--- config.mk ---
export PLATFORM = sky130hd
export DESIGN_NAME = axi_write_engine
export DESIGN_NICKNAME = d
export VERILOG_FILES = /design/src/design/ssram_pkg.sv /design/src/design/axi_write_engine.sv
export VERILOG_INCLUDE_DIRS = /design/src /design/src/include
export SDC_FILE = /design/constraint.sdc
export NUM_CORES = 1
export LEC_CHECK = 0
export BUFFER_PORTS_ARGS = -buffer_cell sky130_fd_sc_hd__buf_2
export CAP_MARGIN = 0
export CORE_AREA = 2 2 101 103
export DETAILED_ROUTE_END_ITERATION = 16
export DIE_AREA = 0 0 103 105
export PLACE_DENSITY = 0.71
export SYNTH_ARGS = -nofsm -noshare
export SYNTH_HDL_FRONTEND = slang
export SYNTH_SLANG_ARGS = --single-unit
--- constraint.sdc ---
create_clock -name clk -period 3.43 [get_ports clk]
set_clock_uncertainty 0.2 [all_clocks]
set_input_delay 0.5145 -clock clk [delete_from_list [all_inputs] [get_ports clk]]
set_output_delay 0.5145 -clock clk [all_outputs]
set_load 0.03 [all_outputs]
--- src/include/ssram_params.svh ---
/* SSRAM AXI sizing */

`ifndef SSRAM_PARAMS_SVH
`define SSRAM_PARAMS_SVH

////////////////////////////////////////
// AXI channel widths
////////////////////////////////////////
`define SSRAM_ID_WIDTH 4
`define SSRAM_DATA_WIDTH 64
`define SSRAM_STRB_WIDTH 8

////////////////////////////////////////
// Memory size
////////////////////////////////////////
`define SSRAM_DEPTH_LOG2 10 // 1024 words of 8 bytes.

`endif
--- src/design/ssram_pkg.sv ---
/* SSRAM AXI types */

`include "ssram_params.svh"

package ssram_pkg;

  typedef enum logic [1:0] {
    FIXED = 2'b00,
    INCR  = 2'b01,
    WRAP  = 2'b10,
    RSVD  = 2'b11
  } axi_burst_t;

  typedef enum logic [1:0] {
    OKAY   = 2'b00,
    EXOKAY = 2'b01,
    SLVERR = 2'b10,
    DECERR = 2'b11
  } axi_resp_t;

  ////////////////////////////////////////
  // Channel payloads
  ////////////////////////////////////////
  typedef struct packed {
    logic [`SSRAM_ID_WIDTH-1:0] id;
    logic [31:0]                addr;
    logic [7:0]                 len;
    axi_burst_t                 burst;
  } axi_ax_t; // Shared by AW and AR.

  typedef struct packed {
    logic [`SSRAM_DATA_WIDTH-1:0] data;
    logic [`SSRAM_STRB_WIDTH-1:0] strb;
    logic                         last;
  } axi_w_t;

  typedef struct packed {
    logic [`SSRAM_ID_WIDTH-1:0] id;
    axi_resp_t                  resp;
  } axi_b_t;

  typedef struct packed {
    logic [`SSRAM_ID_WIDTH-1:0]   id;
    logic [`SSRAM_DATA_WIDTH-1:0] data;
    axi_resp_t                    resp;
    logic                         last;
  } axi_r_t;

  // Address of the following beat, full 8-byte beats only.
  function automatic logic [31:0] next_beat_addr(input logic [31:0] addr,
                                                 input logic [7:0]  len,
                                                 input axi_burst_t  burst);
    logic [31:0] mask;
    mask = {21'b0, len, 3'b111}; // Wrap window minus one.
    case (burst)
      FIXED:   next_beat_addr = addr;
      WRAP:    next_beat_addr = (addr & ~mask) | ((addr + 32'd8) & mask);
      default: next_beat_addr = addr + 32'd8; // INCR and RSVD.
    endcase
  endfunction

endpackage

--- src/design/axi_write_engine.sv ---
/* AXI4 write engine */

`timescale 1ns/1ps
`include "ssram_params.svh"

module axi_write_engine (
  input  logic                           clk,
  input  logic                           rst_n,
  input  ssram_pkg::axi_ax_t             aw,
  input  logic                           aw_valid,
  output logic                           aw_ready,
  input  ssram_pkg::axi_w_t              w,
  input  logic                           w_valid,
  output logic                           w_ready,
  output ssram_pkg::axi_b_t              b,
  output logic                           b_valid,
  input  logic                           b_ready,
  output logic                           b_en,
  output logic [`SSRAM_STRB_WIDTH-1:0]   b_we,
  output logic [`SSRAM_DEPTH_LOG2-1:0]   b_addr,
  output logic [`SSRAM_DATA_WIDTH-1:0]   b_wdata
);

  typedef enum logic [1:0] {
    IDLE,
    PREBURST,
    BURST,
    RESP
  } state_t;

  state_t                     state;
  logic [31:0]                addr;
  logic [7:0]                 len_q;
  ssram_pkg::axi_burst_t      burst_q;
  logic [`SSRAM_ID_WIDTH-1:0] id_q;
  logic [7:0]                 count;
  logic                       err;
  logic                       in_range;
  logic                       aw_hs;
  logic                       w_hs;

  assign in_range = (addr[31:`SSRAM_DEPTH_LOG2+3] == '0);
  assign aw_ready = (state == IDLE);
  assign w_ready  = (state == PREBURST) || (state == BURST);
  assign b_valid  = (state == RESP);
  assign aw_hs    = aw_valid && aw_ready;
  assign w_hs     = w_valid && w_ready;

  assign b.id   = id_q;
  assign b.resp = err ? ssram_pkg::DECERR : ssram_pkg::OKAY;

  // Beats go straight to port B.
  assign b_en    = w_hs && in_range;
  assign b_we    = w.strb;
  assign b_addr  = addr[`SSRAM_DEPTH_LOG2+2:3];
  assign b_wdata = w.data;

  ////////////////////////////////////////
  // Control FSM
  ////////////////////////////////////////
  always_ff @(posedge clk or negedge rst_n) begin
    if (!rst_n) begin
      state <= IDLE;
      count <= '0;
      err   <= 1'b0;
    end else begin
      case (state)
        IDLE: begin
          if (aw_hs) begin
            count <= aw.len;
            state <= PREBURST;
          end
        end
        PREBURST, BURST: begin
          if (w_valid) begin
            // First beat starts the sticky error afresh.
            err <= !in_range || ((state == BURST) && err);
            if (count == '0) begin
              state <= RESP; // Beat count ends the burst.
            end else begin
              count <= count - 8'd1;
              state <= BURST;
            end
          end
        end
        RESP: begin
          if (b_ready) state <= IDLE;
        end
        default: state <= IDLE;
      endcase
    end
  end

  always_ff @(posedge clk) begin
    if (aw_hs) begin
      addr    <= aw.addr;
      len_q   <= aw.len;
      burst_q <= aw.burst;
      id_q    <= aw.id;
    end else if (w_hs) begin
      addr <= ssram_pkg::next_beat_addr(addr, len_q, burst_q);
    end
  end

endmodule

## Word-level counts from Yosys, hierarchy flattened

Index checks and enable logic that the tools add are counted.

| storage, ports and cells | value |
|---|---|
| input port bits | 124 |
| register bits | 57 |
| output and inout port bits | 92 |
| word-level logic and storage cells | 53 |

| operators by class | value |
|---|---|
| reduce and logical (&&, ||, !) cells | 18 |
| add/sub/neg operators | 2 |
| bitwise gates (word level) | 4 |
| eq/ne operators | 9 |
| multiplexer cells | 13 |

Operators with widths:

| kind | count |
|---|---|
| 32-bit two-way mux | 2 |
| 32-bit case mux with 2 select lines | 1 |
| 32-bit by 4-bit adder with 32-bit output, second input constant | 1 |
| 32-bit by 11-bit bitwise AND with 32-bit output | 1 |
| 32-bit bitwise AND | 1 |
| 11-bit inverter with 32-bit output | 1 |
| 32-bit bitwise OR | 1 |
| 8-bit two-way mux | 3 |
| 19-bit zero test | 1 |
| 8-bit case mux with 2 select lines | 1 |
| 8-bit zero test | 1 |
| 2-bit two-way mux | 4 |
| 8-bit by 1-bit subtractor with 8-bit output, second input constant | 1 |
| 2-bit equality test, second input constant | 3 |
| 2-bit inequality test, second input constant | 3 |
| 2-bit case mux with 3 select lines | 1 |
| 1-bit logical AND | 4 |
| 2-bit zero test | 2 |
| 2-bit by 1-bit inequality test with 1-bit output, second input constant | 2 |
| 2-bit AND reduction | 2 |
| 4-bit AND reduction | 1 |
| 2-bit nonzero test | 2 |
| 3-bit AND reduction | 1 |
| 2-bit by 1-bit equality test with 1-bit output, second input constant | 1 |
| other kinds (4) | 5 |

## Longest topological paths before layout

| depth | value |
|---|---|
| depth in word-level cells | 6 |
| mapped depth | 8 |
| gate-level depth less buffers | 7 |

## Worst setup path before layout

Ideal clock, no wire load.

| path | value |
|---|---|
| kind | register to register |
| start point | register state[0] |
| end point | register addr[11], enable pin |
| period minus slack after synthesis | 2,674 ps |
| arrival time | 2,095 ps |
| cell stages (with the launch flop) | 6 |
| setup time | 379 ps |
| buffers on the path | 0 |
| required time | 2,851 ps |
| setup slack | 756 ps |
| cell sequence | dfrtp_1 > inv_1 > ha_1 > nand2_1 > o21ai_1 > and2_1 |

| on the way | value |
|---|---|
| longest elaborated chain between the ends | 5 |
| elaborated cells between the ends (all ways) | 9 |
| classes of those cells | 3 x eq/ne; 6 x reduce/logical |

Ends and longest elaborated chain:

| what | line | text |
|---|---|---|
| from (decl) | axi_write_engine.sv:31 | `state_t state;` |
| from (signal assigned) | axi_write_engine.sv:63 | `state <= IDLE;` |
| from (signal assigned) | axi_write_engine.sv:71 | `state <= PREBURST;` |
| from (signal assigned) | axi_write_engine.sv:79 | `state <= RESP;` |
| 2-bit by 1-bit equality test with 1-bit output / 2-bit equality test (equally long branches) | axi_write_engine.sv:44 | `assign w_ready = (state == PREBURST) \|\| (state == BURST);` |
| 1-bit logical OR * | axi_write_engine.sv:44 |  |
| named net w_ready | axi_write_engine.sv:14 | `output logic w_ready,` |
| 1-bit logical AND * | axi_write_engine.sv:47 | `assign w_hs = w_valid && w_ready;` |
| 2-bit nonzero test (no line) * | -- |  |
| 2-bit AND reduction (no line) * | -- |  |
| to (signal assigned) | axi_write_engine.sv:96 | `addr <= aw.addr;` |
| to (signal assigned) | axi_write_engine.sv:101 | `addr <= ssram_pkg::next_beat_addr(addr, len_q, burst_q);` |
| to (decl) | axi_write_engine.sv:32 | `logic [31:0] addr;` |

Mark *: on every way through the listed nets, which the timed path passes. The rest lies on a longest branch.
A chain may end at the register's enable or synchronous reset.

## Worst setup path after layout

| path | value |
|---|---|
| start point | register addr[19] |
| end point | output b_en |

| on the way | value |
|---|---|
| longest elaborated chain between the ends | 2 |

Ends and longest elaborated chain:

| what | line | text |
|---|---|---|
| 19-bit zero test | axi_write_engine.sv:42 | `` assign in_range = (addr[31:`SSRAM_DEPTH_LOG2+3] == '0); `` |
| 1-bit logical AND | axi_write_engine.sv:53 | `assign b_en = w_hs && in_range;` |
| to (decl) | axi_write_engine.sv:18 | `output logic b_en,` |

No other way between the ends.

==> summary.txt <==
worst-path maximum fanout = 7
Critical Path AT = 2230 ps
fillers = 1002
CTS tree = yes
largest net degree at the start of global routing = 26
Peak supply drop = 0.6749 mV
Register-to-Register Path Depth = 9
Post-Route Utilization = 39.25%
Area contributors post-synth = edfxtp_1 34%, buf_4 17%, dfrtp_1 7.3%, nand2_1 4.7%, nand3_1 3.2%
grt total ovfl = 0
fmax = 339.9 MHz
mapped cell area = 0.003790 mm2
CP Depth = 5
Max stage delay on crit path = 500 ps
count leader, synth = buf_4
share of cells above drive strength 1 = 22.59%
Post-synth top flop = edfxtp_1
Fin. Hold Viols = 0
sequential area share after synthesis = 41.33%
wire per inst = 16.16 um
dpl cell area = 0.003670 mm2
Net Sw Power = 0.001514 W
Design Area, Final = 0.003784 mm2
Int Pwr = 0.001866 W
H-tree Lvls = 2
Top Ports = 216
status = completed
FP Rows = 36
Crit path top cell by count = nor4_1
sequential share of power = 41.2%
Worst setup SP type = flip-flop
fin nets = 523
WS Path Type = flip-flop to primary output
CP top delay family = simple AND/OR/NAND/NOR gates
IO buf count = 67
core area = 0.009639 mm2
hpwl dp = 6441 um
worst skew pair latency = 310 ps
initial antenna violation count = 0
Max Buffers Root-to-Sink = 2
Clock Sinks = 54
fin crit share = 85.78%
syn nets = 536
DR pass1 iterations = 4
Clock power frac = 12.0%
Synth Register Bits = 54
total of max-cap violations = 0
post-synth top area cell = edfxtp_1
Multi-input gate area = 0.001504 mm2
Detailed Route WL = 8517 um
warnings from Yosys = 0
setup bufs post-CTS = 0
Area Growth Syn to Fin = -0.1650%
top cell type's share of synthesized area = 34.07%
clock-pin slew on the worst setup and hold paths = 100 ps
Worst Hold Slack = 180.7 ps
Mapped Cells = 406
CP endpoint kind = primary output
DRT antenna net count = 0
Crit-path slowest cell = edfxtp_1
Tmin final = 2942 ps
DRC = 0
library cells used by synthesis = 49
DRT iter0 DRCs = 175
die width = 103 um
pwr dens = 893.3 mW/mm2
vias in the first global route = 2847
HP Class = input port to flip-flop
register area = 0.001567 mm2
syn avg cell area = 9.335 um2
Die ar. = 0.01082 mm2
worst-path cell chain = nor4_1 > nand4_1 > nor4_1 > nor2b_1 > buf_2
All-Layer GR Usage = 15.99%
starting density of the core = 39.32%
Switching Share = 44.80%
ant diodes = 0
Worst Max-Slew Pin Slew = 606.8 ps
Worst EP required = 2720 ps
Comb pwr share = 46.8%
vias = 2904
setup TNS = 0 ps
Hold Path Depth = 1
setup violators final = 0
CTS Buf Count = 5
Post-synth ARST share = 20.37%
RSZ-0062 raised after global routing = false
first-pass GRT wire length = 13900 um
Buf/Inv on CP = 1
Post-synth EDFFs = 43
fin. max-slew vios = 0
most frequent cells after synthesis = 84 x buf_4, 47 x nand2_1, 43 x edfxtp_1
P_leak = 1.417 nW
clock root cell = clkbuf_8
Die Y = 105 um
Slew Limit Headroom = 59.54%
GPL Wtd Cong = 0.9180
Pwr Total = 0.003380 W
routed vias/inst = 5.510
-- path summary, 6_finish.rpt --
path | start | to | slack, ps
min | aw[42] | id_q[0] | 180
max | addr[19] | b_en | 490
max in group asynchronous | rst_n | err | 2410
min in group asynchronous | rst_n | count[4] | 400
min reg2reg | count[4] | count[4] | 350
max reg2reg | state[0] | addr[24] | 710
-- cell families after synthesis --
| group | count (synthesis) | share of synthesized area (%) |
|---|---|---|
| AOI/OAI and AO/OA | 71 | 12.88 |
| DFF | 54 | 41.33 |
| muxes | 4 | 1.056 |
| adders and majority gates | 6 | 1.981 |
| and+or+nand+nor | 154 | 21.46 |
| xor gates and xnor gates | 10 | 2.311 |
| buffers and inverters | 107 | 18.98 |
-- placed cells by master (no fill, tap or decap), types with 2 or more instances in the layout --
cell type / Yosys / layout
a21o_1: 2 / 2
a21oi_1: 6 / 6
a221oi_1: 4 / 4
a2bb2oi_1: 4 / 4
a31oi_1: 4 / 4
and3_1: 2 / 2
and4_1: 3 / 3
buf_2: 1 / 67
buf_4: 84 / 7
clkbuf_8: 0 / 5
clkinv_2: 0 / 2
dfrtp_1: 11 / 11
edfxtp_1: 43 / 43
ha_1: 6 / 6
inv_1: 12 / 11
mux2i_1: 4 / 4
nand2_1: 47 / 47
nand2b_1: 2 / 2
nand3_1: 24 / 24
nand4_1: 11 / 11
nand4_2: 3 / 3
nand4b_1: 2 / 2
nor2_1: 19 / 19
nor2b_1: 3 / 3
nor3_1: 11 / 11
nor4_1: 7 / 7
o211ai_1: 10 / 10
o21a_1: 7 / 7
o21ai_0: 18 / 18
o22ai_1: 3 / 3
o311ai_0: 4 / 4
o31ai_1: 2 / 2
o41ai_1: 2 / 2
or3_1: 2 / 2
or4_1: 12 / 12
xnor2_1: 7 / 7
xor2_1: 3 / 3
-- what timing repair did --
action,4_1_cts,5_1_grt
endpoints found under the hold margin,11,0
resized for setup,0,0
hold buffers,1,0
-- metrics by stage --
stage / worst slack (ps) / std cells
after global placement: 775.0 / 518
final: 487.6 / 527
after global routing: 246.9 / 527
after CTS: 477.2 / 527
after floorplan: 756.1 / 406
after detailed placement: 711.1 / 518
-- power groups by stage --
stage | clock [W] | sequential, W | combinational (W)
after floorplan | 0 | 0.00134 | 0.00143
after global placement | 0 | 0.00139 | 0.00153
after detailed placement | 0 | 0.00140 | 0.00159
after CTS | 0.000419 | 0.00139 | 0.00159
after global routing | 0.000443 | 0.00144 | 0.00176
final | 0.000404 | 0.00139 | 0.00158
-- final cells by class --
type                            instances  area share (%)
Timing Repair Buffer                   75           10.52
Inverter                               12           1.190
Tap cell                              133           4.398
Clock buffer                            6           2.480
Sequential cell                        54           41.40
Multi-Input combinational cell        245           39.75
Clock inverter                          2          0.2646
-- metal layers --
metal	global-route usage [%]	vias up	wire, um
met5	0	-	0
li1	-	1387	-
met1	21.07	1367	3580
met3	3.278	40	578
met2	25.97	110	4137
met4	5.263	0	221
Note: power is estimated with default switching activity, not from simulation.
