[config.mk]
export PLATFORM = sky130hd
export DESIGN_NAME = axi_read_engine
export DESIGN_NICKNAME = d
export VERILOG_FILES = /design/src/design/ssram_pkg.sv /design/src/design/axi_read_engine.sv
export VERILOG_INCLUDE_DIRS = /design/src /design/src/include
export SDC_FILE = /design/constraint.sdc
export NUM_CORES = 1
export LEC_CHECK = 0
export BUFFER_PORTS_ARGS = -buffer_cell sky130_fd_sc_hd__buf_2
export CORE_MARGIN = 3
export CORE_UTILIZATION = 50
export CTS_BUF_LIST = sky130_fd_sc_hd__clkbuf_4
export CTS_CLUSTER_SIZE = 16
export DETAILED_ROUTE_END_ITERATION = 10
export PLACE_DENSITY_LB_ADDON = 0.2
export SLEW_MARGIN = 20
export SYNTH_ARGS = -nofsm -noshare
export SYNTH_HDL_FRONTEND = slang
export SYNTH_SLANG_ARGS = --single-unit
[constraint.sdc]
create_clock -name clk -period 4.4 [get_ports clk]
set_input_delay 0.88 -clock clk [delete_from_list [all_inputs] [get_ports clk]]
set_output_delay 0.88 -clock clk [all_outputs]
set_load 0.01 [all_outputs]
[src/include/ssram_params.svh]
/* SSRAM AXI sizing */

`ifndef SSRAM_PARAMS_SVH
`define SSRAM_PARAMS_SVH

////////////////////////////////////////
// AXI channel widths
////////////////////////////////////////
`define SSRAM_ID_WIDTH 4
`define SSRAM_DATA_WIDTH 64
`define SSRAM_STRB_WIDTH 8

////////////////////////////////////////
// Memory size
////////////////////////////////////////
`define SSRAM_DEPTH_LOG2 10 // 1024 words of 8 bytes.

`endif
[src/design/ssram_pkg.sv]
/* SSRAM AXI types */

`include "ssram_params.svh"

package ssram_pkg;

  typedef enum logic [1:0] {
    FIXED = 2'b00,
    INCR  = 2'b01,
    WRAP  = 2'b10,
    RSVD  = 2'b11
  } axi_burst_t;

  typedef enum logic [1:0] {
    OKAY   = 2'b00,
    EXOKAY = 2'b01,
    SLVERR = 2'b10,
    DECERR = 2'b11
  } axi_resp_t;

  ////////////////////////////////////////
  // Channel payloads
  ////////////////////////////////////////
  typedef struct packed {
    logic [`SSRAM_ID_WIDTH-1:0] id;
    logic [31:0]                addr;
    logic [7:0]                 len;
    axi_burst_t                 burst;
  } axi_ax_t; // Shared by AW and AR.

  typedef struct packed {
    logic [`SSRAM_DATA_WIDTH-1:0] data;
    logic [`SSRAM_STRB_WIDTH-1:0] strb;
    logic                         last;
  } axi_w_t;

  typedef struct packed {
    logic [`SSRAM_ID_WIDTH-1:0] id;
    axi_resp_t                  resp;
  } axi_b_t;

  typedef struct packed {
    logic [`SSRAM_ID_WIDTH-1:0]   id;
    logic [`SSRAM_DATA_WIDTH-1:0] data;
    axi_resp_t                    resp;
    logic                         last;
  } axi_r_t;

  // Address of the following beat, full 8-byte beats only.
  function automatic logic [31:0] next_beat_addr(input logic [31:0] addr,
                                                 input logic [7:0]  len,
                                                 input axi_burst_t  burst);
    logic [31:0] mask;
    mask = {21'b0, len, 3'b111}; // Wrap window minus one.
    case (burst)
      FIXED:   next_beat_addr = addr;
      WRAP:    next_beat_addr = (addr & ~mask) | ((addr + 32'd8) & mask);
      default: next_beat_addr = addr + 32'd8; // INCR and RSVD.
    endcase
  endfunction

endpackage

[src/design/axi_read_engine.sv]
/* AXI4 read engine */

`timescale 1ns/1ps
`include "ssram_params.svh"

module axi_read_engine (
  input  logic                           clk,
  input  logic                           rst_n,
  input  ssram_pkg::axi_ax_t             ar,
  input  logic                           ar_valid,
  output logic                           ar_ready,
  output ssram_pkg::axi_r_t              r,
  output logic                           r_valid,
  input  logic                           r_ready,
  output logic                           a_en,
  output logic [`SSRAM_DEPTH_LOG2-1:0]   a_addr,
  input  logic [`SSRAM_DATA_WIDTH-1:0]   a_rdata
);

  typedef enum logic [1:0] {
    IDLE,
    PREBURST,
    BURST
  } state_t;

  state_t                state;
  logic [31:0]           addr;
  logic [7:0]            len_q;
  ssram_pkg::axi_burst_t burst_q;
  logic [7:0]            count;
  logic                  in_range;
  logic                  ar_hs;
  logic                  r_hs;
  logic                  capture;

  assign in_range = (addr[31:`SSRAM_DEPTH_LOG2+3] == '0);
  assign ar_ready = (state == IDLE);
  assign ar_hs    = ar_valid && ar_ready;
  assign r_hs     = r_valid && r_ready;
  assign capture  = (state == BURST) && !r_valid; // SRAM word is on a_rdata.
  assign a_en     = (state == PREBURST) && in_range;
  assign a_addr   = addr[`SSRAM_DEPTH_LOG2+2:3];

  ////////////////////////////////////////
  // Control FSM
  ////////////////////////////////////////
  always_ff @(posedge clk or negedge rst_n) begin
    if (!rst_n) begin
      state   <= IDLE;
      r_valid <= 1'b0;
      count   <= '0;
    end else begin
      case (state)
        IDLE: begin
          if (ar_hs) begin
            count <= ar.len;
            state <= PREBURST;
          end
        end
        PREBURST: state <= BURST; // SRAM read in flight.
        BURST: begin
          if (capture) begin
            r_valid <= 1'b1;
          end else if (r_hs) begin
            r_valid <= 1'b0;
            if (count == '0) begin
              state <= IDLE;
            end else begin
              count <= count - 8'd1;
              state <= PREBURST;
            end
          end
        end
        default: state <= IDLE;
      endcase
    end
  end

  ////////////////////////////////////////
  // Request and beat registers
  ////////////////////////////////////////
  always_ff @(posedge clk) begin
    if (ar_hs) begin
      addr    <= ar.addr;
      len_q   <= ar.len;
      burst_q <= ar.burst;
      r.id    <= ar.id;
    end else if (r_hs) begin
      addr <= ssram_pkg::next_beat_addr(addr, len_q, burst_q);
    end
    if (capture) begin
      r.data <= in_range ? a_rdata : '0;
      r.resp <= in_range ? ssram_pkg::OKAY : ssram_pkg::DECERR;
      r.last <= (count == '0);
    end
  end

endmodule

* Yosys cells after proc, flatten, opt, wreduce, memory -nomap -nowiden
Index checks and enable logic that the tools add are counted.
W data, S select, Z words.
** Cells by class
- Reduce and logical (&&, ||, !) cells :: 16
- Equality and inequality tests :: 8
- Bitwise operators :: 4
- Add/subtract/negate cells :: 2
- Mux-type cells :: 16
** Operator list (number)
- $mux W32 :: 2
- $pmux W32 S2 :: 1
- $add A32 B4 Y32 const B :: 1
- $and A32 B11 Y32 :: 1
- $and A32 B32 Y32 :: 1
- $mux W8 :: 4
- $not A11 Y32 :: 1
- $or A32 B32 Y32 :: 1
- $logic_not A19 Y1 :: 1
- $pmux W8 S2 :: 1
- $logic_not A8 Y1 :: 1
- $mux W2 :: 4
- $ne A2 B2 Y1 const B :: 4
- $sub A8 B1 Y8 const B :: 1
- $pmux W2 S3 :: 1
- $reduce_bool A2 Y1 :: 3
- $reduce_and A5 Y1 :: 1
- $eq A2 B2 Y1 const B :: 2
- $logic_and A1 B1 Y1 :: 4
- $logic_not A2 Y1 :: 2
- $reduce_and A2 Y1 :: 2
- $mux W1 :: 3
- $reduce_and A3 Y1 :: 1
- $eq A2 B1 Y1 const B :: 1
- 2 further kinds :: 2
** Storage, ports and cells
- Input bits :: 114
- Bits in registers :: 124

* Longest topological paths before layout
Gate-level depths: netlist (run 1).
- Word-level depth :: 6
- Depth in mapped cells :: 7
- Mapped depth without buffers :: 6

* Least setup slack after synthesis (run 1)
Ideal clock, no wire load.
- Path type :: register to register
- Start point :: reg state[0]
- End point :: reg r[0] in the netlist's numbering (enable)
- Cell stages (with the launch flop) :: 4
- Setup slack :: 0.398 ns
- Path buffers :: 1
- Setup time :: 0.491 ns
- Arrival time :: 3.511 ns
- Cell sequence :: dfrtp_1 -> nand2b_1 -> clkbuf_1 -> nor2_1
** Between the ends
- Longest elaborated chain between the ends :: 2
** RTL lines
- start, declared :: line axi_read_engine.sv:26 : state_t state;
- start signal, assigned :: line axi_read_engine.sv:49 : state <= IDLE;
- start signal, assigned :: line axi_read_engine.sv:57 : state <= PREBURST;
- start signal, assigned :: line axi_read_engine.sv:60 : PREBURST: state <= BURST;
- $eq A2 B2 Y1 :: line axi_read_engine.sv:40 : assign capture = (state == BURST) && !r_valid;
- $logic_and A1 B1 Y1 :: line axi_read_engine.sv:40
- via capture :: line axi_read_engine.sv:34 : logic capture;
- end, declared :: line axi_read_engine.sv:12 : output ssram_pkg::axi_r_t r,
The timed path passes the listed nets, and every way through them passes these cells.
A chain may end at the register's enable or synchronous reset.

* Worst setup path after layout (run 1)
- Start point :: reg addr[24]
- End point :: out a_en
** Between the ends
- Longest elaborated chain between the ends :: 2
** RTL lines
- start, declared :: line axi_read_engine.sv:27 : logic [31:0] addr;
- start signal, assigned :: line axi_read_engine.sv:84 : addr <= ar.addr;
- start signal, assigned :: line axi_read_engine.sv:89 : addr <= ssram_pkg::next_beat_addr(addr, len_q, burst_q);
- $logic_not A19 Y1 :: line axi_read_engine.sv:36 : assign in_range = (addr[31:`SSRAM_DEPTH_LOG2+3] == '0);
- $logic_and A1 B1 Y1 :: line axi_read_engine.sv:41 : assign a_en = (state == PREBURST) && in_range;
- end, declared :: line axi_read_engine.sv:15 : output logic a_en,
Every way passes these cells.

==> results.cfg, run 1 <==
[clocking]
cts_tree = yes
insertion_delay_ns = 0.51
path_clk_slew_ns = 0.11
holdBufCountCts = 0
cts_buffer_depth = 2
htree_num_levels = 4
post_cts_buffers = 0
cts.sinks = 120
cts_resized = 0
cts_root_buf = clkbuf_4
cts_buffers = 17

[placement]
dpl_cell_area_sq_um = 6640
place.detailed.hpwl_mm = 9.29
routabilityCongestion = 0.834
numPortBuffers = 194
dp_slack_ns = 1.35

[worst_hold_path]
timing.hold.worst.class = input pin to async pin

[synthesis]
synth_nets = 593
async_reset_ff_share_pct = 9.17
syn_inst = 476
yosysSeqAreaShare_pct = 63.0
synth_area_leaders = edfxtp_1 (58%), and2_1 (7.3%), dfrtp_1 (4.9%), nand2_1 (3.1%), o21ai_0 (2.6%)
postSynthRegisterBits = 120
syn_area_sq_um = 5640
ys_warn_count = 0
synth-edff-count = 109
ys.flop_type = edfxtp_1
synth_commonest_cells = edfxtp_1 (109), and2_1 (66), nand2_1 (47)
synth.largest_area_cell = edfxtp_1
synth_cell_types = 49
syn_avg_cell_area_sq_um = 11.8
yosysMostFrequentCell = edfxtp_1
synth_top_area_share_pct = 58.1

[pwr]
pwr-share-seq_pct = 49.9
switching_share_pct = 34.4
p_int_mw = 2.55
p_clk_share_pct = 22.1
report.power.total_mw = 3.89
power.net_switching_mw = 1.34
leakage_nw = 2.87
power_frac_comb_pct = 28.0
power_density_nw_per_um2 = 559
ir_worst_vdd_mv = 0.434

[critical_path]
cp.buffers_inverters = 1
critical_path_required_ns = 3.52
max_stage_delay_ns = 0.50
start_kind = flip-flop
crit_type = flip-flop to primary output
worst_path_most_repeated_cell = nor4_1
ff2ff_setup_slack_ns = 1.85
crit_family = simple AND/OR/NAND/NOR gates
crit_fanout = 7
critPathSlowestCell = edfxtp_1
crit_path_end_kind = primary output
worstPathCellList = nor4_1 -> nand2_1 -> nor4_1 -> buf_2
cp_data_arrival_time_ns = 2.01

[floorplan]
die_x_um = 112
die_area_sq_um = 12600
die_y_um = 112
io_pins = 198
core_sq_um = 10900
start_util_pct = 51.5
row_count = 38

[global_routing]
globalRouteTotalUtil_pct = 20.1
grt_max_degree = 67
grt_first_pass_wirelength_mm = 20.2
grt_antenna_before_repair = 0
grt_pass1_vias = 4116
grt_overflow = 0

[timing]
worst_slack_ns = 1.51
finalCriticalPeriod_ns = 2.89
slew_headroom_pct = 34.4
finalCritPeriodShare_pct = 65.7
fin_worst_skew_ns = 0.0187
fmax_mhz = 346
worst-slew-pin-transition_ns = 0.982
final_hold_viol_count = 0
finalSetupViolCount = 0
rsz0062_at_grt = false
finalSetupTns_ns = 0
maxSlewViolCount = 0

[detailed_routing]
antenna_left = 0
via_per_inst = 5.40
wire_per_inst_um = 15.9
drt_wl_total_mm = 12.9
drt_iter0_markers = 272
drtPass1Iterations = 5
route.detailed.drc = 0
routed-via-count = 4378

[final_layout]
drive_gt1_share_pct = 35.4
final_cell_area_sq_um = 6950
area_delta_synth_final_pct = 23.4
nNetsFinal = 774

[flow_run]
cap_violations = 0

[outcome]
status = complete, no violations
stage by stage:
stage / hold slack (ns) / instances / util [%]
detailed placement: 0.548 / 778 / 60.7
CTS: 0.189 / 810 / 63.5
floorplan: 0.512 / 476 / -
finish: 0.220 / 811 / 63.6
global placement: 0.533 / 778 / 60.7
global route: 0.189 / 810 / 63.6
power by group through the flow:
stage | clock network (mW) | registers [mW] | logic (mW)
final | 0.859 | 1.94 | 1.09
after global routing | 0.925 | 1.99 | 1.21
after CTS | 0.875 | 1.93 | 1.10
after detailed placement | 0 | 1.96 | 1.10
after global placement | 0 | 1.94 | 1.05
after floorplan | 0 | 1.95 | 0.744
state kept, by name (all words and copies together), names as in the netlist, named ones only:
signal and count:
len_q 8, r 70, count 8, state 2, addr 22, burst_q 2, r_valid 1
cell type report:
cell class	instances	area, sq um
timing repair buffer	198	1000
sequential	120	3550
multi-input combinational	313	1890
clock buffer	21	158
fill	928	3980
antenna	1	2.50
inverter	7	26.3
clock inverter	11	155
tap	140	175
cells in the final DEF (no fill, tap or decap), drive strengths merged, types with 12 or more instances in the layout:
master / Yosys / layout
buf: 16 / 198
edfxtp: 109 / 109
and2: 66 / 66
nand2: 47 / 47
o21ai: 29 / 29
clkbuf: 20 / 21
nand3: 20 / 20
a21oi: 17 / 17
nor2: 15 / 15
nand4: 13 / 13
nor4: 12 / 12
path summary, 6_finish.rpt:
kind / start / to / cells after the start
max in group asynchronous: rst_n / r_valid / 1
max reg2reg: state[1] / flip-flop / 5
min reg2reg: count[5] / count[5] / 2
min in group clk: ar[43] / r[68] / 1
max: addr[24] / a_en / 4
min: rst_n / state[1] / 1
metal layers:
metal	vias to the layer above	wire length (um)	GRT usage [%]
met5	-	0	0
met4	0	153	6.65
met3	14	921	6.15
met2	164	6710	34.0
met1	2069	5150	24.8
li1	2131	-	-
cell families (layout without fill, tap and decap cells):
| family | after synthesis | after routing | synth area share [%] |
|---|---|---|---|
| simple gates | 215 | 215 | 21.4 |
| flops | 120 | 120 | 63.0 |
| compound gates | 80 | 80 | 8.86 |
| buf+inv | 43 | 237 | 3.82 |
| xor+xnor | 14 | 14 | 2.18 |
| fa+ha+maj | 3 | 3 | 0.666 |
| mux | 1 | 1 | 0.178 |
| other cells | 0 | 1 | 0 |
worst reg2reg max path: stages (launching register included):
cell	delay, ns
dfrtp_1	0.45
or3b_2	0.66
inv_1	0.42
buf_4	0.30
buf_4	0.32
o21ai_0	0.16
Note: power is estimated with default switching activity, not from simulation.
==> run 2: changes to the inputs <==
==> constraint.sdc (replaced) <==
create_clock -name clk -period 2.7 [get_ports clk]
set_input_delay 0.54 -clock clk [delete_from_list [all_inputs] [get_ports clk]]
set_output_delay 0.54 -clock clk [all_outputs]
set_load 0.01 [all_outputs]
==> run 2 against run 1 <==
Effect of this change:
- die area stayed put
- worst hold slack worse by 0.030 ns
- core utilization is 0.19 points higher
- total power is 59% higher
- sequential share of layout area is 0.16 points lower
- register-to-register slack worse by 1.4 ns
- wire length is 1.7% higher
- clock power is 36% higher
- via count is 0.55% lower
- first-iteration DRC count is 3.7% higher
- sequential power is 62% higher
==> results.cfg, run 2 (same netlist as run 1, synthesis figures left out) <==
[final_layout]
reg_top3 = r: 70 flops, addr: 22 flops
antenna_cells = 0
drive_gt1_share_pct = 36.0
largest_reg_flops = 70
final_common_cell = buf_2
final_cell_mix = buf_2 (194), edfxtp_1 (109), and2_1 (66), nand2_1 (47), o21ai_0 (29)
nNetsFinal = 782
area_delta_synth_final_pct = 23.8
regMostFlops = r
layout.cells.non_filler = 818

[critical_path]
crit_path_start = addr[15]
start_kind = flip-flop
r2r-start = addr[3]
cp_data_arrival_time_ns = 2.00
crit_type = flip-flop to primary output
crit_fanout = 7
crit_path_end_kind = primary output
critical_path_required_ns = 2.16

[detailed_routing]
drt_wl_total_mm = 13.1
antenna_left = 0
drtPass1Iterations = 5
route.detailed.drc = 0
via_per_inst = 5.32
routed-via-count = 4354
wire_per_inst_um = 16.1
drt_iter0_markers = 282

[outcome]
status = complete, no violations

[floorplan]
die_x_um = 112
die_y_um = 112
die_area_sq_um = 12600
io_pins = 198
row_count = 38
start_util_pct = 51.5
core_sq_um = 10900

[placement]
place.detailed.hpwl_mm = 9.58
dp_cells = 785
routabilityCongestion = 0.840
numPortBuffers = 194

[worst_hold_path]
hold_start = ar[45]
timing.hold.worst.class = input pin to flip-flop

[clocking]
insertion_delay_ns = 0.53
htree_num_levels = 4
cts_tree = yes
post_cts_buffers = 0
cts_buffers = 17
path_clk_slew_ns = 0.11
cts_root_buf = clkbuf_4
cts.sinks = 120
cts_buffer_depth = 2

[global_routing]
grt_first_pass_wirelength_mm = 20.9
grt_pass1_vias = 4304
grt_antenna_before_repair = 1
globalRouteTotalUtil_pct = 21.1
grt_overflow = 0
grt_max_degree = 67

[timing]
fin_worst_skew_ns = 0.0187
finalSetupTns_ns = 0
finalCritPeriodShare_pct = 94.2
maxSlewViolCount = 0
fmax_mhz = 393
worst-slew-pin-transition_ns = 0.696
rsz0062_at_grt = false
slew_headroom_pct = 53.2
finalSetupViolCount = 0
finalCriticalPeriod_ns = 2.54
final_hold_viol_count = 0

[pwr]
power_density_nw_per_um2 = 885
leakage_nw = 2.86
ir_worst_vdd_mv = 0.573
report.power.total_mw = 6.17

[flow_run]
cap_violations = 0
[run 2: cell types whose count changed in the layout (fill, tap and decap cells not counted), sizes merged]
cell,change
clkinv,+2
buf,+7
inv,+2
diode,-1
bufinv,-3
clkinvlp,+3
dlygate4sd3,+1
clkbuf,-4
[run 2: final timing paths]
kind / slack (ns) / cells after the start / to
setup reg to reg: 0.47 / 4 / addr[26]
setup / recovery: 0.16 / 3 / a_en
max in group asynchronous: 2.07 / 2 / count[5]
min in group asynchronous: 0.40 / 2 / count[0]
hold / removal: 0.19 / 1 / r[70]
hold reg to reg: 0.59 / 1 / count[7]
[run 2: through the flow]
step                      cell area (sq um)  utilization (%)  hold WS, ns  setup slack, ns
after floorplan                        5640                -        0.244            0.531
after global placement                 6700             61.3        0.420            0.473
after detailed placement               6700             61.3        0.431            0.451
after CTS                              6970             63.7        0.143            0.117
after global routing                   6980             63.8        0.120           0.0163
final                                  6980             63.8        0.190            0.156
[run 2: worst max-delay path: stages (launching register included)]
cell and delay [ns]:
edfxtp_1 0.52, or3_1 0.45, nor4_1 0.32, buf_2 0.20
[run 2: repair_timing]
item,4_1_cts,5_1_grt
gates resized for setup,0,1
hold buffers,1,0
hold endpoints to repair,11,0
setup endpoints to repair,0,1
[run 2: power by group]
part | switching, mW | leakage (nW) | internal, mW | total, mW
logic | 1.12 | 1.53 | 0.734 | 1.85
clock network | 0.719 | 0.129 | 0.456 | 1.17
registers | 0.447 | 1.21 | 2.70 | 3.15
total | 2.29 | 2.86 | 3.89 | 6.17
[run 2: area by class of cell]
type | instances | area, sq um
clock buffer | 17 | 128
clock inverter | 15 | 130
fill | 956 | 3960
inverter | 7 | 26.3
multi-input combinational | 313 | 1890
sequential | 120 | 3550
tap | 140 | 175
timing repair buffer | 206 | 1080
[run 2: metal layers]
metal	up-vias	track usage [%]	part of all wire (%)
met5	-	0	0.053
met4	2	8.49	3.0
met3	34	8.46	7.4
met2	150	34.5	50
met1	2022	24.9	39
li1	2146	-	-
==> run 3: changes to the inputs <==
--- a/config.mk
+++ b/config.mk
@@ -6,9 +6,12 @@
 export SDC_FILE = /design/constraint.sdc
 export NUM_CORES = 1
 export LEC_CHECK = 0
+export ABC_AREA = 1
 export BUFFER_PORTS_ARGS = -buffer_cell sky130_fd_sc_hd__buf_2
+export CELL_PAD_IN_SITES_DETAIL_PLACEMENT = 0
+export CELL_PAD_IN_SITES_GLOBAL_PLACEMENT = 1
 export CORE_MARGIN = 3
-export CORE_UTILIZATION = 50
+export CORE_UTILIZATION = 39
 export CTS_BUF_LIST = sky130_fd_sc_hd__clkbuf_4
 export CTS_CLUSTER_SIZE = 16
 export DETAILED_ROUTE_END_ITERATION = 10
==> run 3 against run 2 <==
Effect of this change:
- total power grew 7.0%
- worst hold slack better by 0.0013 ns
- synthesized area grew 12%
- synthesized cell count up 41%
- die area grew 41%
- count of clock-buffer cells in the layout is 1 higher
- maximum frequency increased by 0.90%
- design area rose by 10%
- critical path type unchanged
- critical endpoint unchanged
==> results.cfg, run 3 <==
[pwr]
ir_worst_vdd_mv = 0.339
leakage_nw = 3.51
report.power.total_mw = 6.60
power_density_nw_per_um2 = 861

[synthesis]
synth_cell_types = 28
synth-edff-count = 109
synth_area_leaders = edfxtp_1 (52%), nand2_1 (8.8%), nor2_4 (7.7%), inv_1 (6.9%), nor2_1 (5.6%)
syn_avg_cell_area_sq_um = 9.37
synth.largest_area_cell = edfxtp_1
synth_top_area_share_pct = 52.0
syn_area_sq_um = 6290
synth_nets = 788
syn_inst = 671
async_reset_ff_share_pct = 9.17
ys.flop_type = edfxtp_1
ys_warn_count = 0
yosysSeqAreaShare_pct = 56.4
yosysMostFrequentCell = nand2_1
postSynthRegisterBits = 120
synth_commonest_cells = nand2_1 (148), inv_1 (115), edfxtp_1 (109)

[worst_hold_path]
min_to = burst_q[0]
hold_start = ar[0]
holdPathStages = 1
timing.hold.worst.class = input pin to flip-flop

[final_layout]
area_delta_synth_final_pct = 22.0
antenna_cells = 0
layout.cells.non_filler = 1087
largest_reg_flops = 70
drive_gt1_share_pct = 32.6
regMostFlops = r
fin_util_pct = 49.6
final_common_cell = buf_2
nNetsFinal = 981
final_cell_mix = buf_2 (194), nand2_1 (148), inv_1 (115), edfxtp_1 (109), nor2_1 (92)
final_cell_area_sq_um = 7670
nFillCells = 1531
reg_top3 = r: 70 flops, addr: 22 flops

[global_routing]
grt_pass1_vias = 4937
grt_antenna_before_repair = 0
grt_max_degree = 67
globalRouteTotalUtil_pct = 18.2
grt_overflow = 0
grt_first_pass_wirelength_mm = 25.3

[critical_path]
crit_path_end_kind = primary output
critical_path_required_ns = 2.16
r2r-start = state[1]
start_kind = flip-flop
ff2ff_setup_slack_ns = 0.77
crit_type = flip-flop to primary output
crit_fanout = 5
reg2reg_to = r[67]
ff2ff_path_depth = 4
cp_data_arrival_time_ns = 1.98

[clocking]
path_clk_slew_ns = 0.10
htree_num_levels = 4
cts_buffer_depth = 2
cts_buffers = 17
cts.sinks = 120
insertion_delay_ns = 0.53
cts_tree = yes
cts_root_buf = clkbuf_4

[timing]
final_hold_viol_count = 0
finalCritPeriodShare_pct = 93.4
rsz0062_at_grt = false
fmax_mhz = 397
finalCriticalPeriod_ns = 2.52
slew_headroom_pct = 50.1
finalSetupViolCount = 0
maxSlewViolCount = 0
fin_hold_ws_ns = 0.192
finalSetupTns_ns = 0
worst-slew-pin-transition_ns = 0.746
worst_slack_ns = 0.178
fin_worst_skew_ns = 0.0228

[detailed_routing]
route.detailed.drc = 0
via_per_inst = 4.60
drtPass1Iterations = 4
drt_iter0_markers = 278
wire_per_inst_um = 14.6
routed-via-count = 4999
antenna_left = 0
drt_wl_total_mm = 15.8

[floorplan]
io_pins = 198
die_x_um = 133
row_count = 45
die_y_um = 133
die_area_sq_um = 17700
start_util_pct = 40.6
core_sq_um = 15500

[flow_run]
cap_violations = 0

[placement]
dp_slack_ns = 0.617
dpl_cell_area_sq_um = 7400
numPortBuffers = 194
routabilityCongestion = 0.863
dp_cells = 1054
place.detailed.hpwl_mm = 12.1

[outcome]
status = complete, no violations
run 3: changes by cell type after synthesis, sizes merged, moves of 9 or more:
cell	delta
nand2	+106
nand3	+20
nor2	+127
a21oi	-12
buf	+9
clkbuf	-19
nor4	-12
o21ai	+11
inv	+110
and2	-66
run 3: cell families after synthesis:
logic type      after synthesis  share of synthesized area, %
simple gates                347                          27.5
buf+inv                     143                          10.3
flops                       120                          56.4
compound gates               52                          4.38
xor+xnor                      6                         0.836
fa+ha+maj                     3                         0.597
run 3: layout make-up:
cell class / count / area (sq um) / share of cell area, %
well taps: 211 / 264 / 3.44
clock inverters: 13 / 113 / 1.47
inverters: 117 / 439 / 5.72
repair buffers: 200 / 1040 / 13.6
multi-input cells: 408 / 2130 / 27.8
clock buffers: 18 / 135 / 1.76
flip-flops and latches: 120 / 3550 / 46.2
run 3: metal layers:
| layer | vias to the layer above | global-route usage [%] | part of all wire [%] |
|---|---|---|---|
| met1 | 2348 | 22.3 | 42 |
| li1 | 2517 | - | - |
| met3 | 11 | 6.12 | 6.0 |
| met5 | - | 0 | 0 |
| met2 | 123 | 30.9 | 51 |
| met4 | 0 | 4.85 | 0.68 |
run 3: repair_timing:
action                                 CTS  global route
setup endpoints to repair                0             1
gates resized for setup                  0             1
hold buffers                             1             0
setup buffers                            0             1
endpoints found under the hold margin   11             0
run 3: worst max-delay path by stage:
stage	slack, ns	cells after the start	from	end
floorplan	0.11	2	r_ready	addr[11]
global placement	0.62	6	addr[14]	a_en
detailed placement	0.62	6	addr[14]	a_en
CTS	0.01	6	addr[14]	a_en
global route	0.04	6	addr[14]	a_en
finish	0.18	6	addr[14]	a_en
run 3: worst max-delay path, cell delays in order (launching register included):
cell	delay, ns
edfxtp_1	0.49
nor2_1	0.13
nand3_1	0.09
nor2_1	0.24
nand3_4	0.16
nor3_2	0.18
buf_2	0.16
run 3: where the power goes:
part / internal [mW] / switching (mW) / leakage, nW / total (mW)
logic: 0.749 / 1.50 / 2.20 / 2.25
clock network: 0.531 / 0.665 / 0.141 / 1.20
registers: 2.78 / 0.379 / 1.17 / 3.16
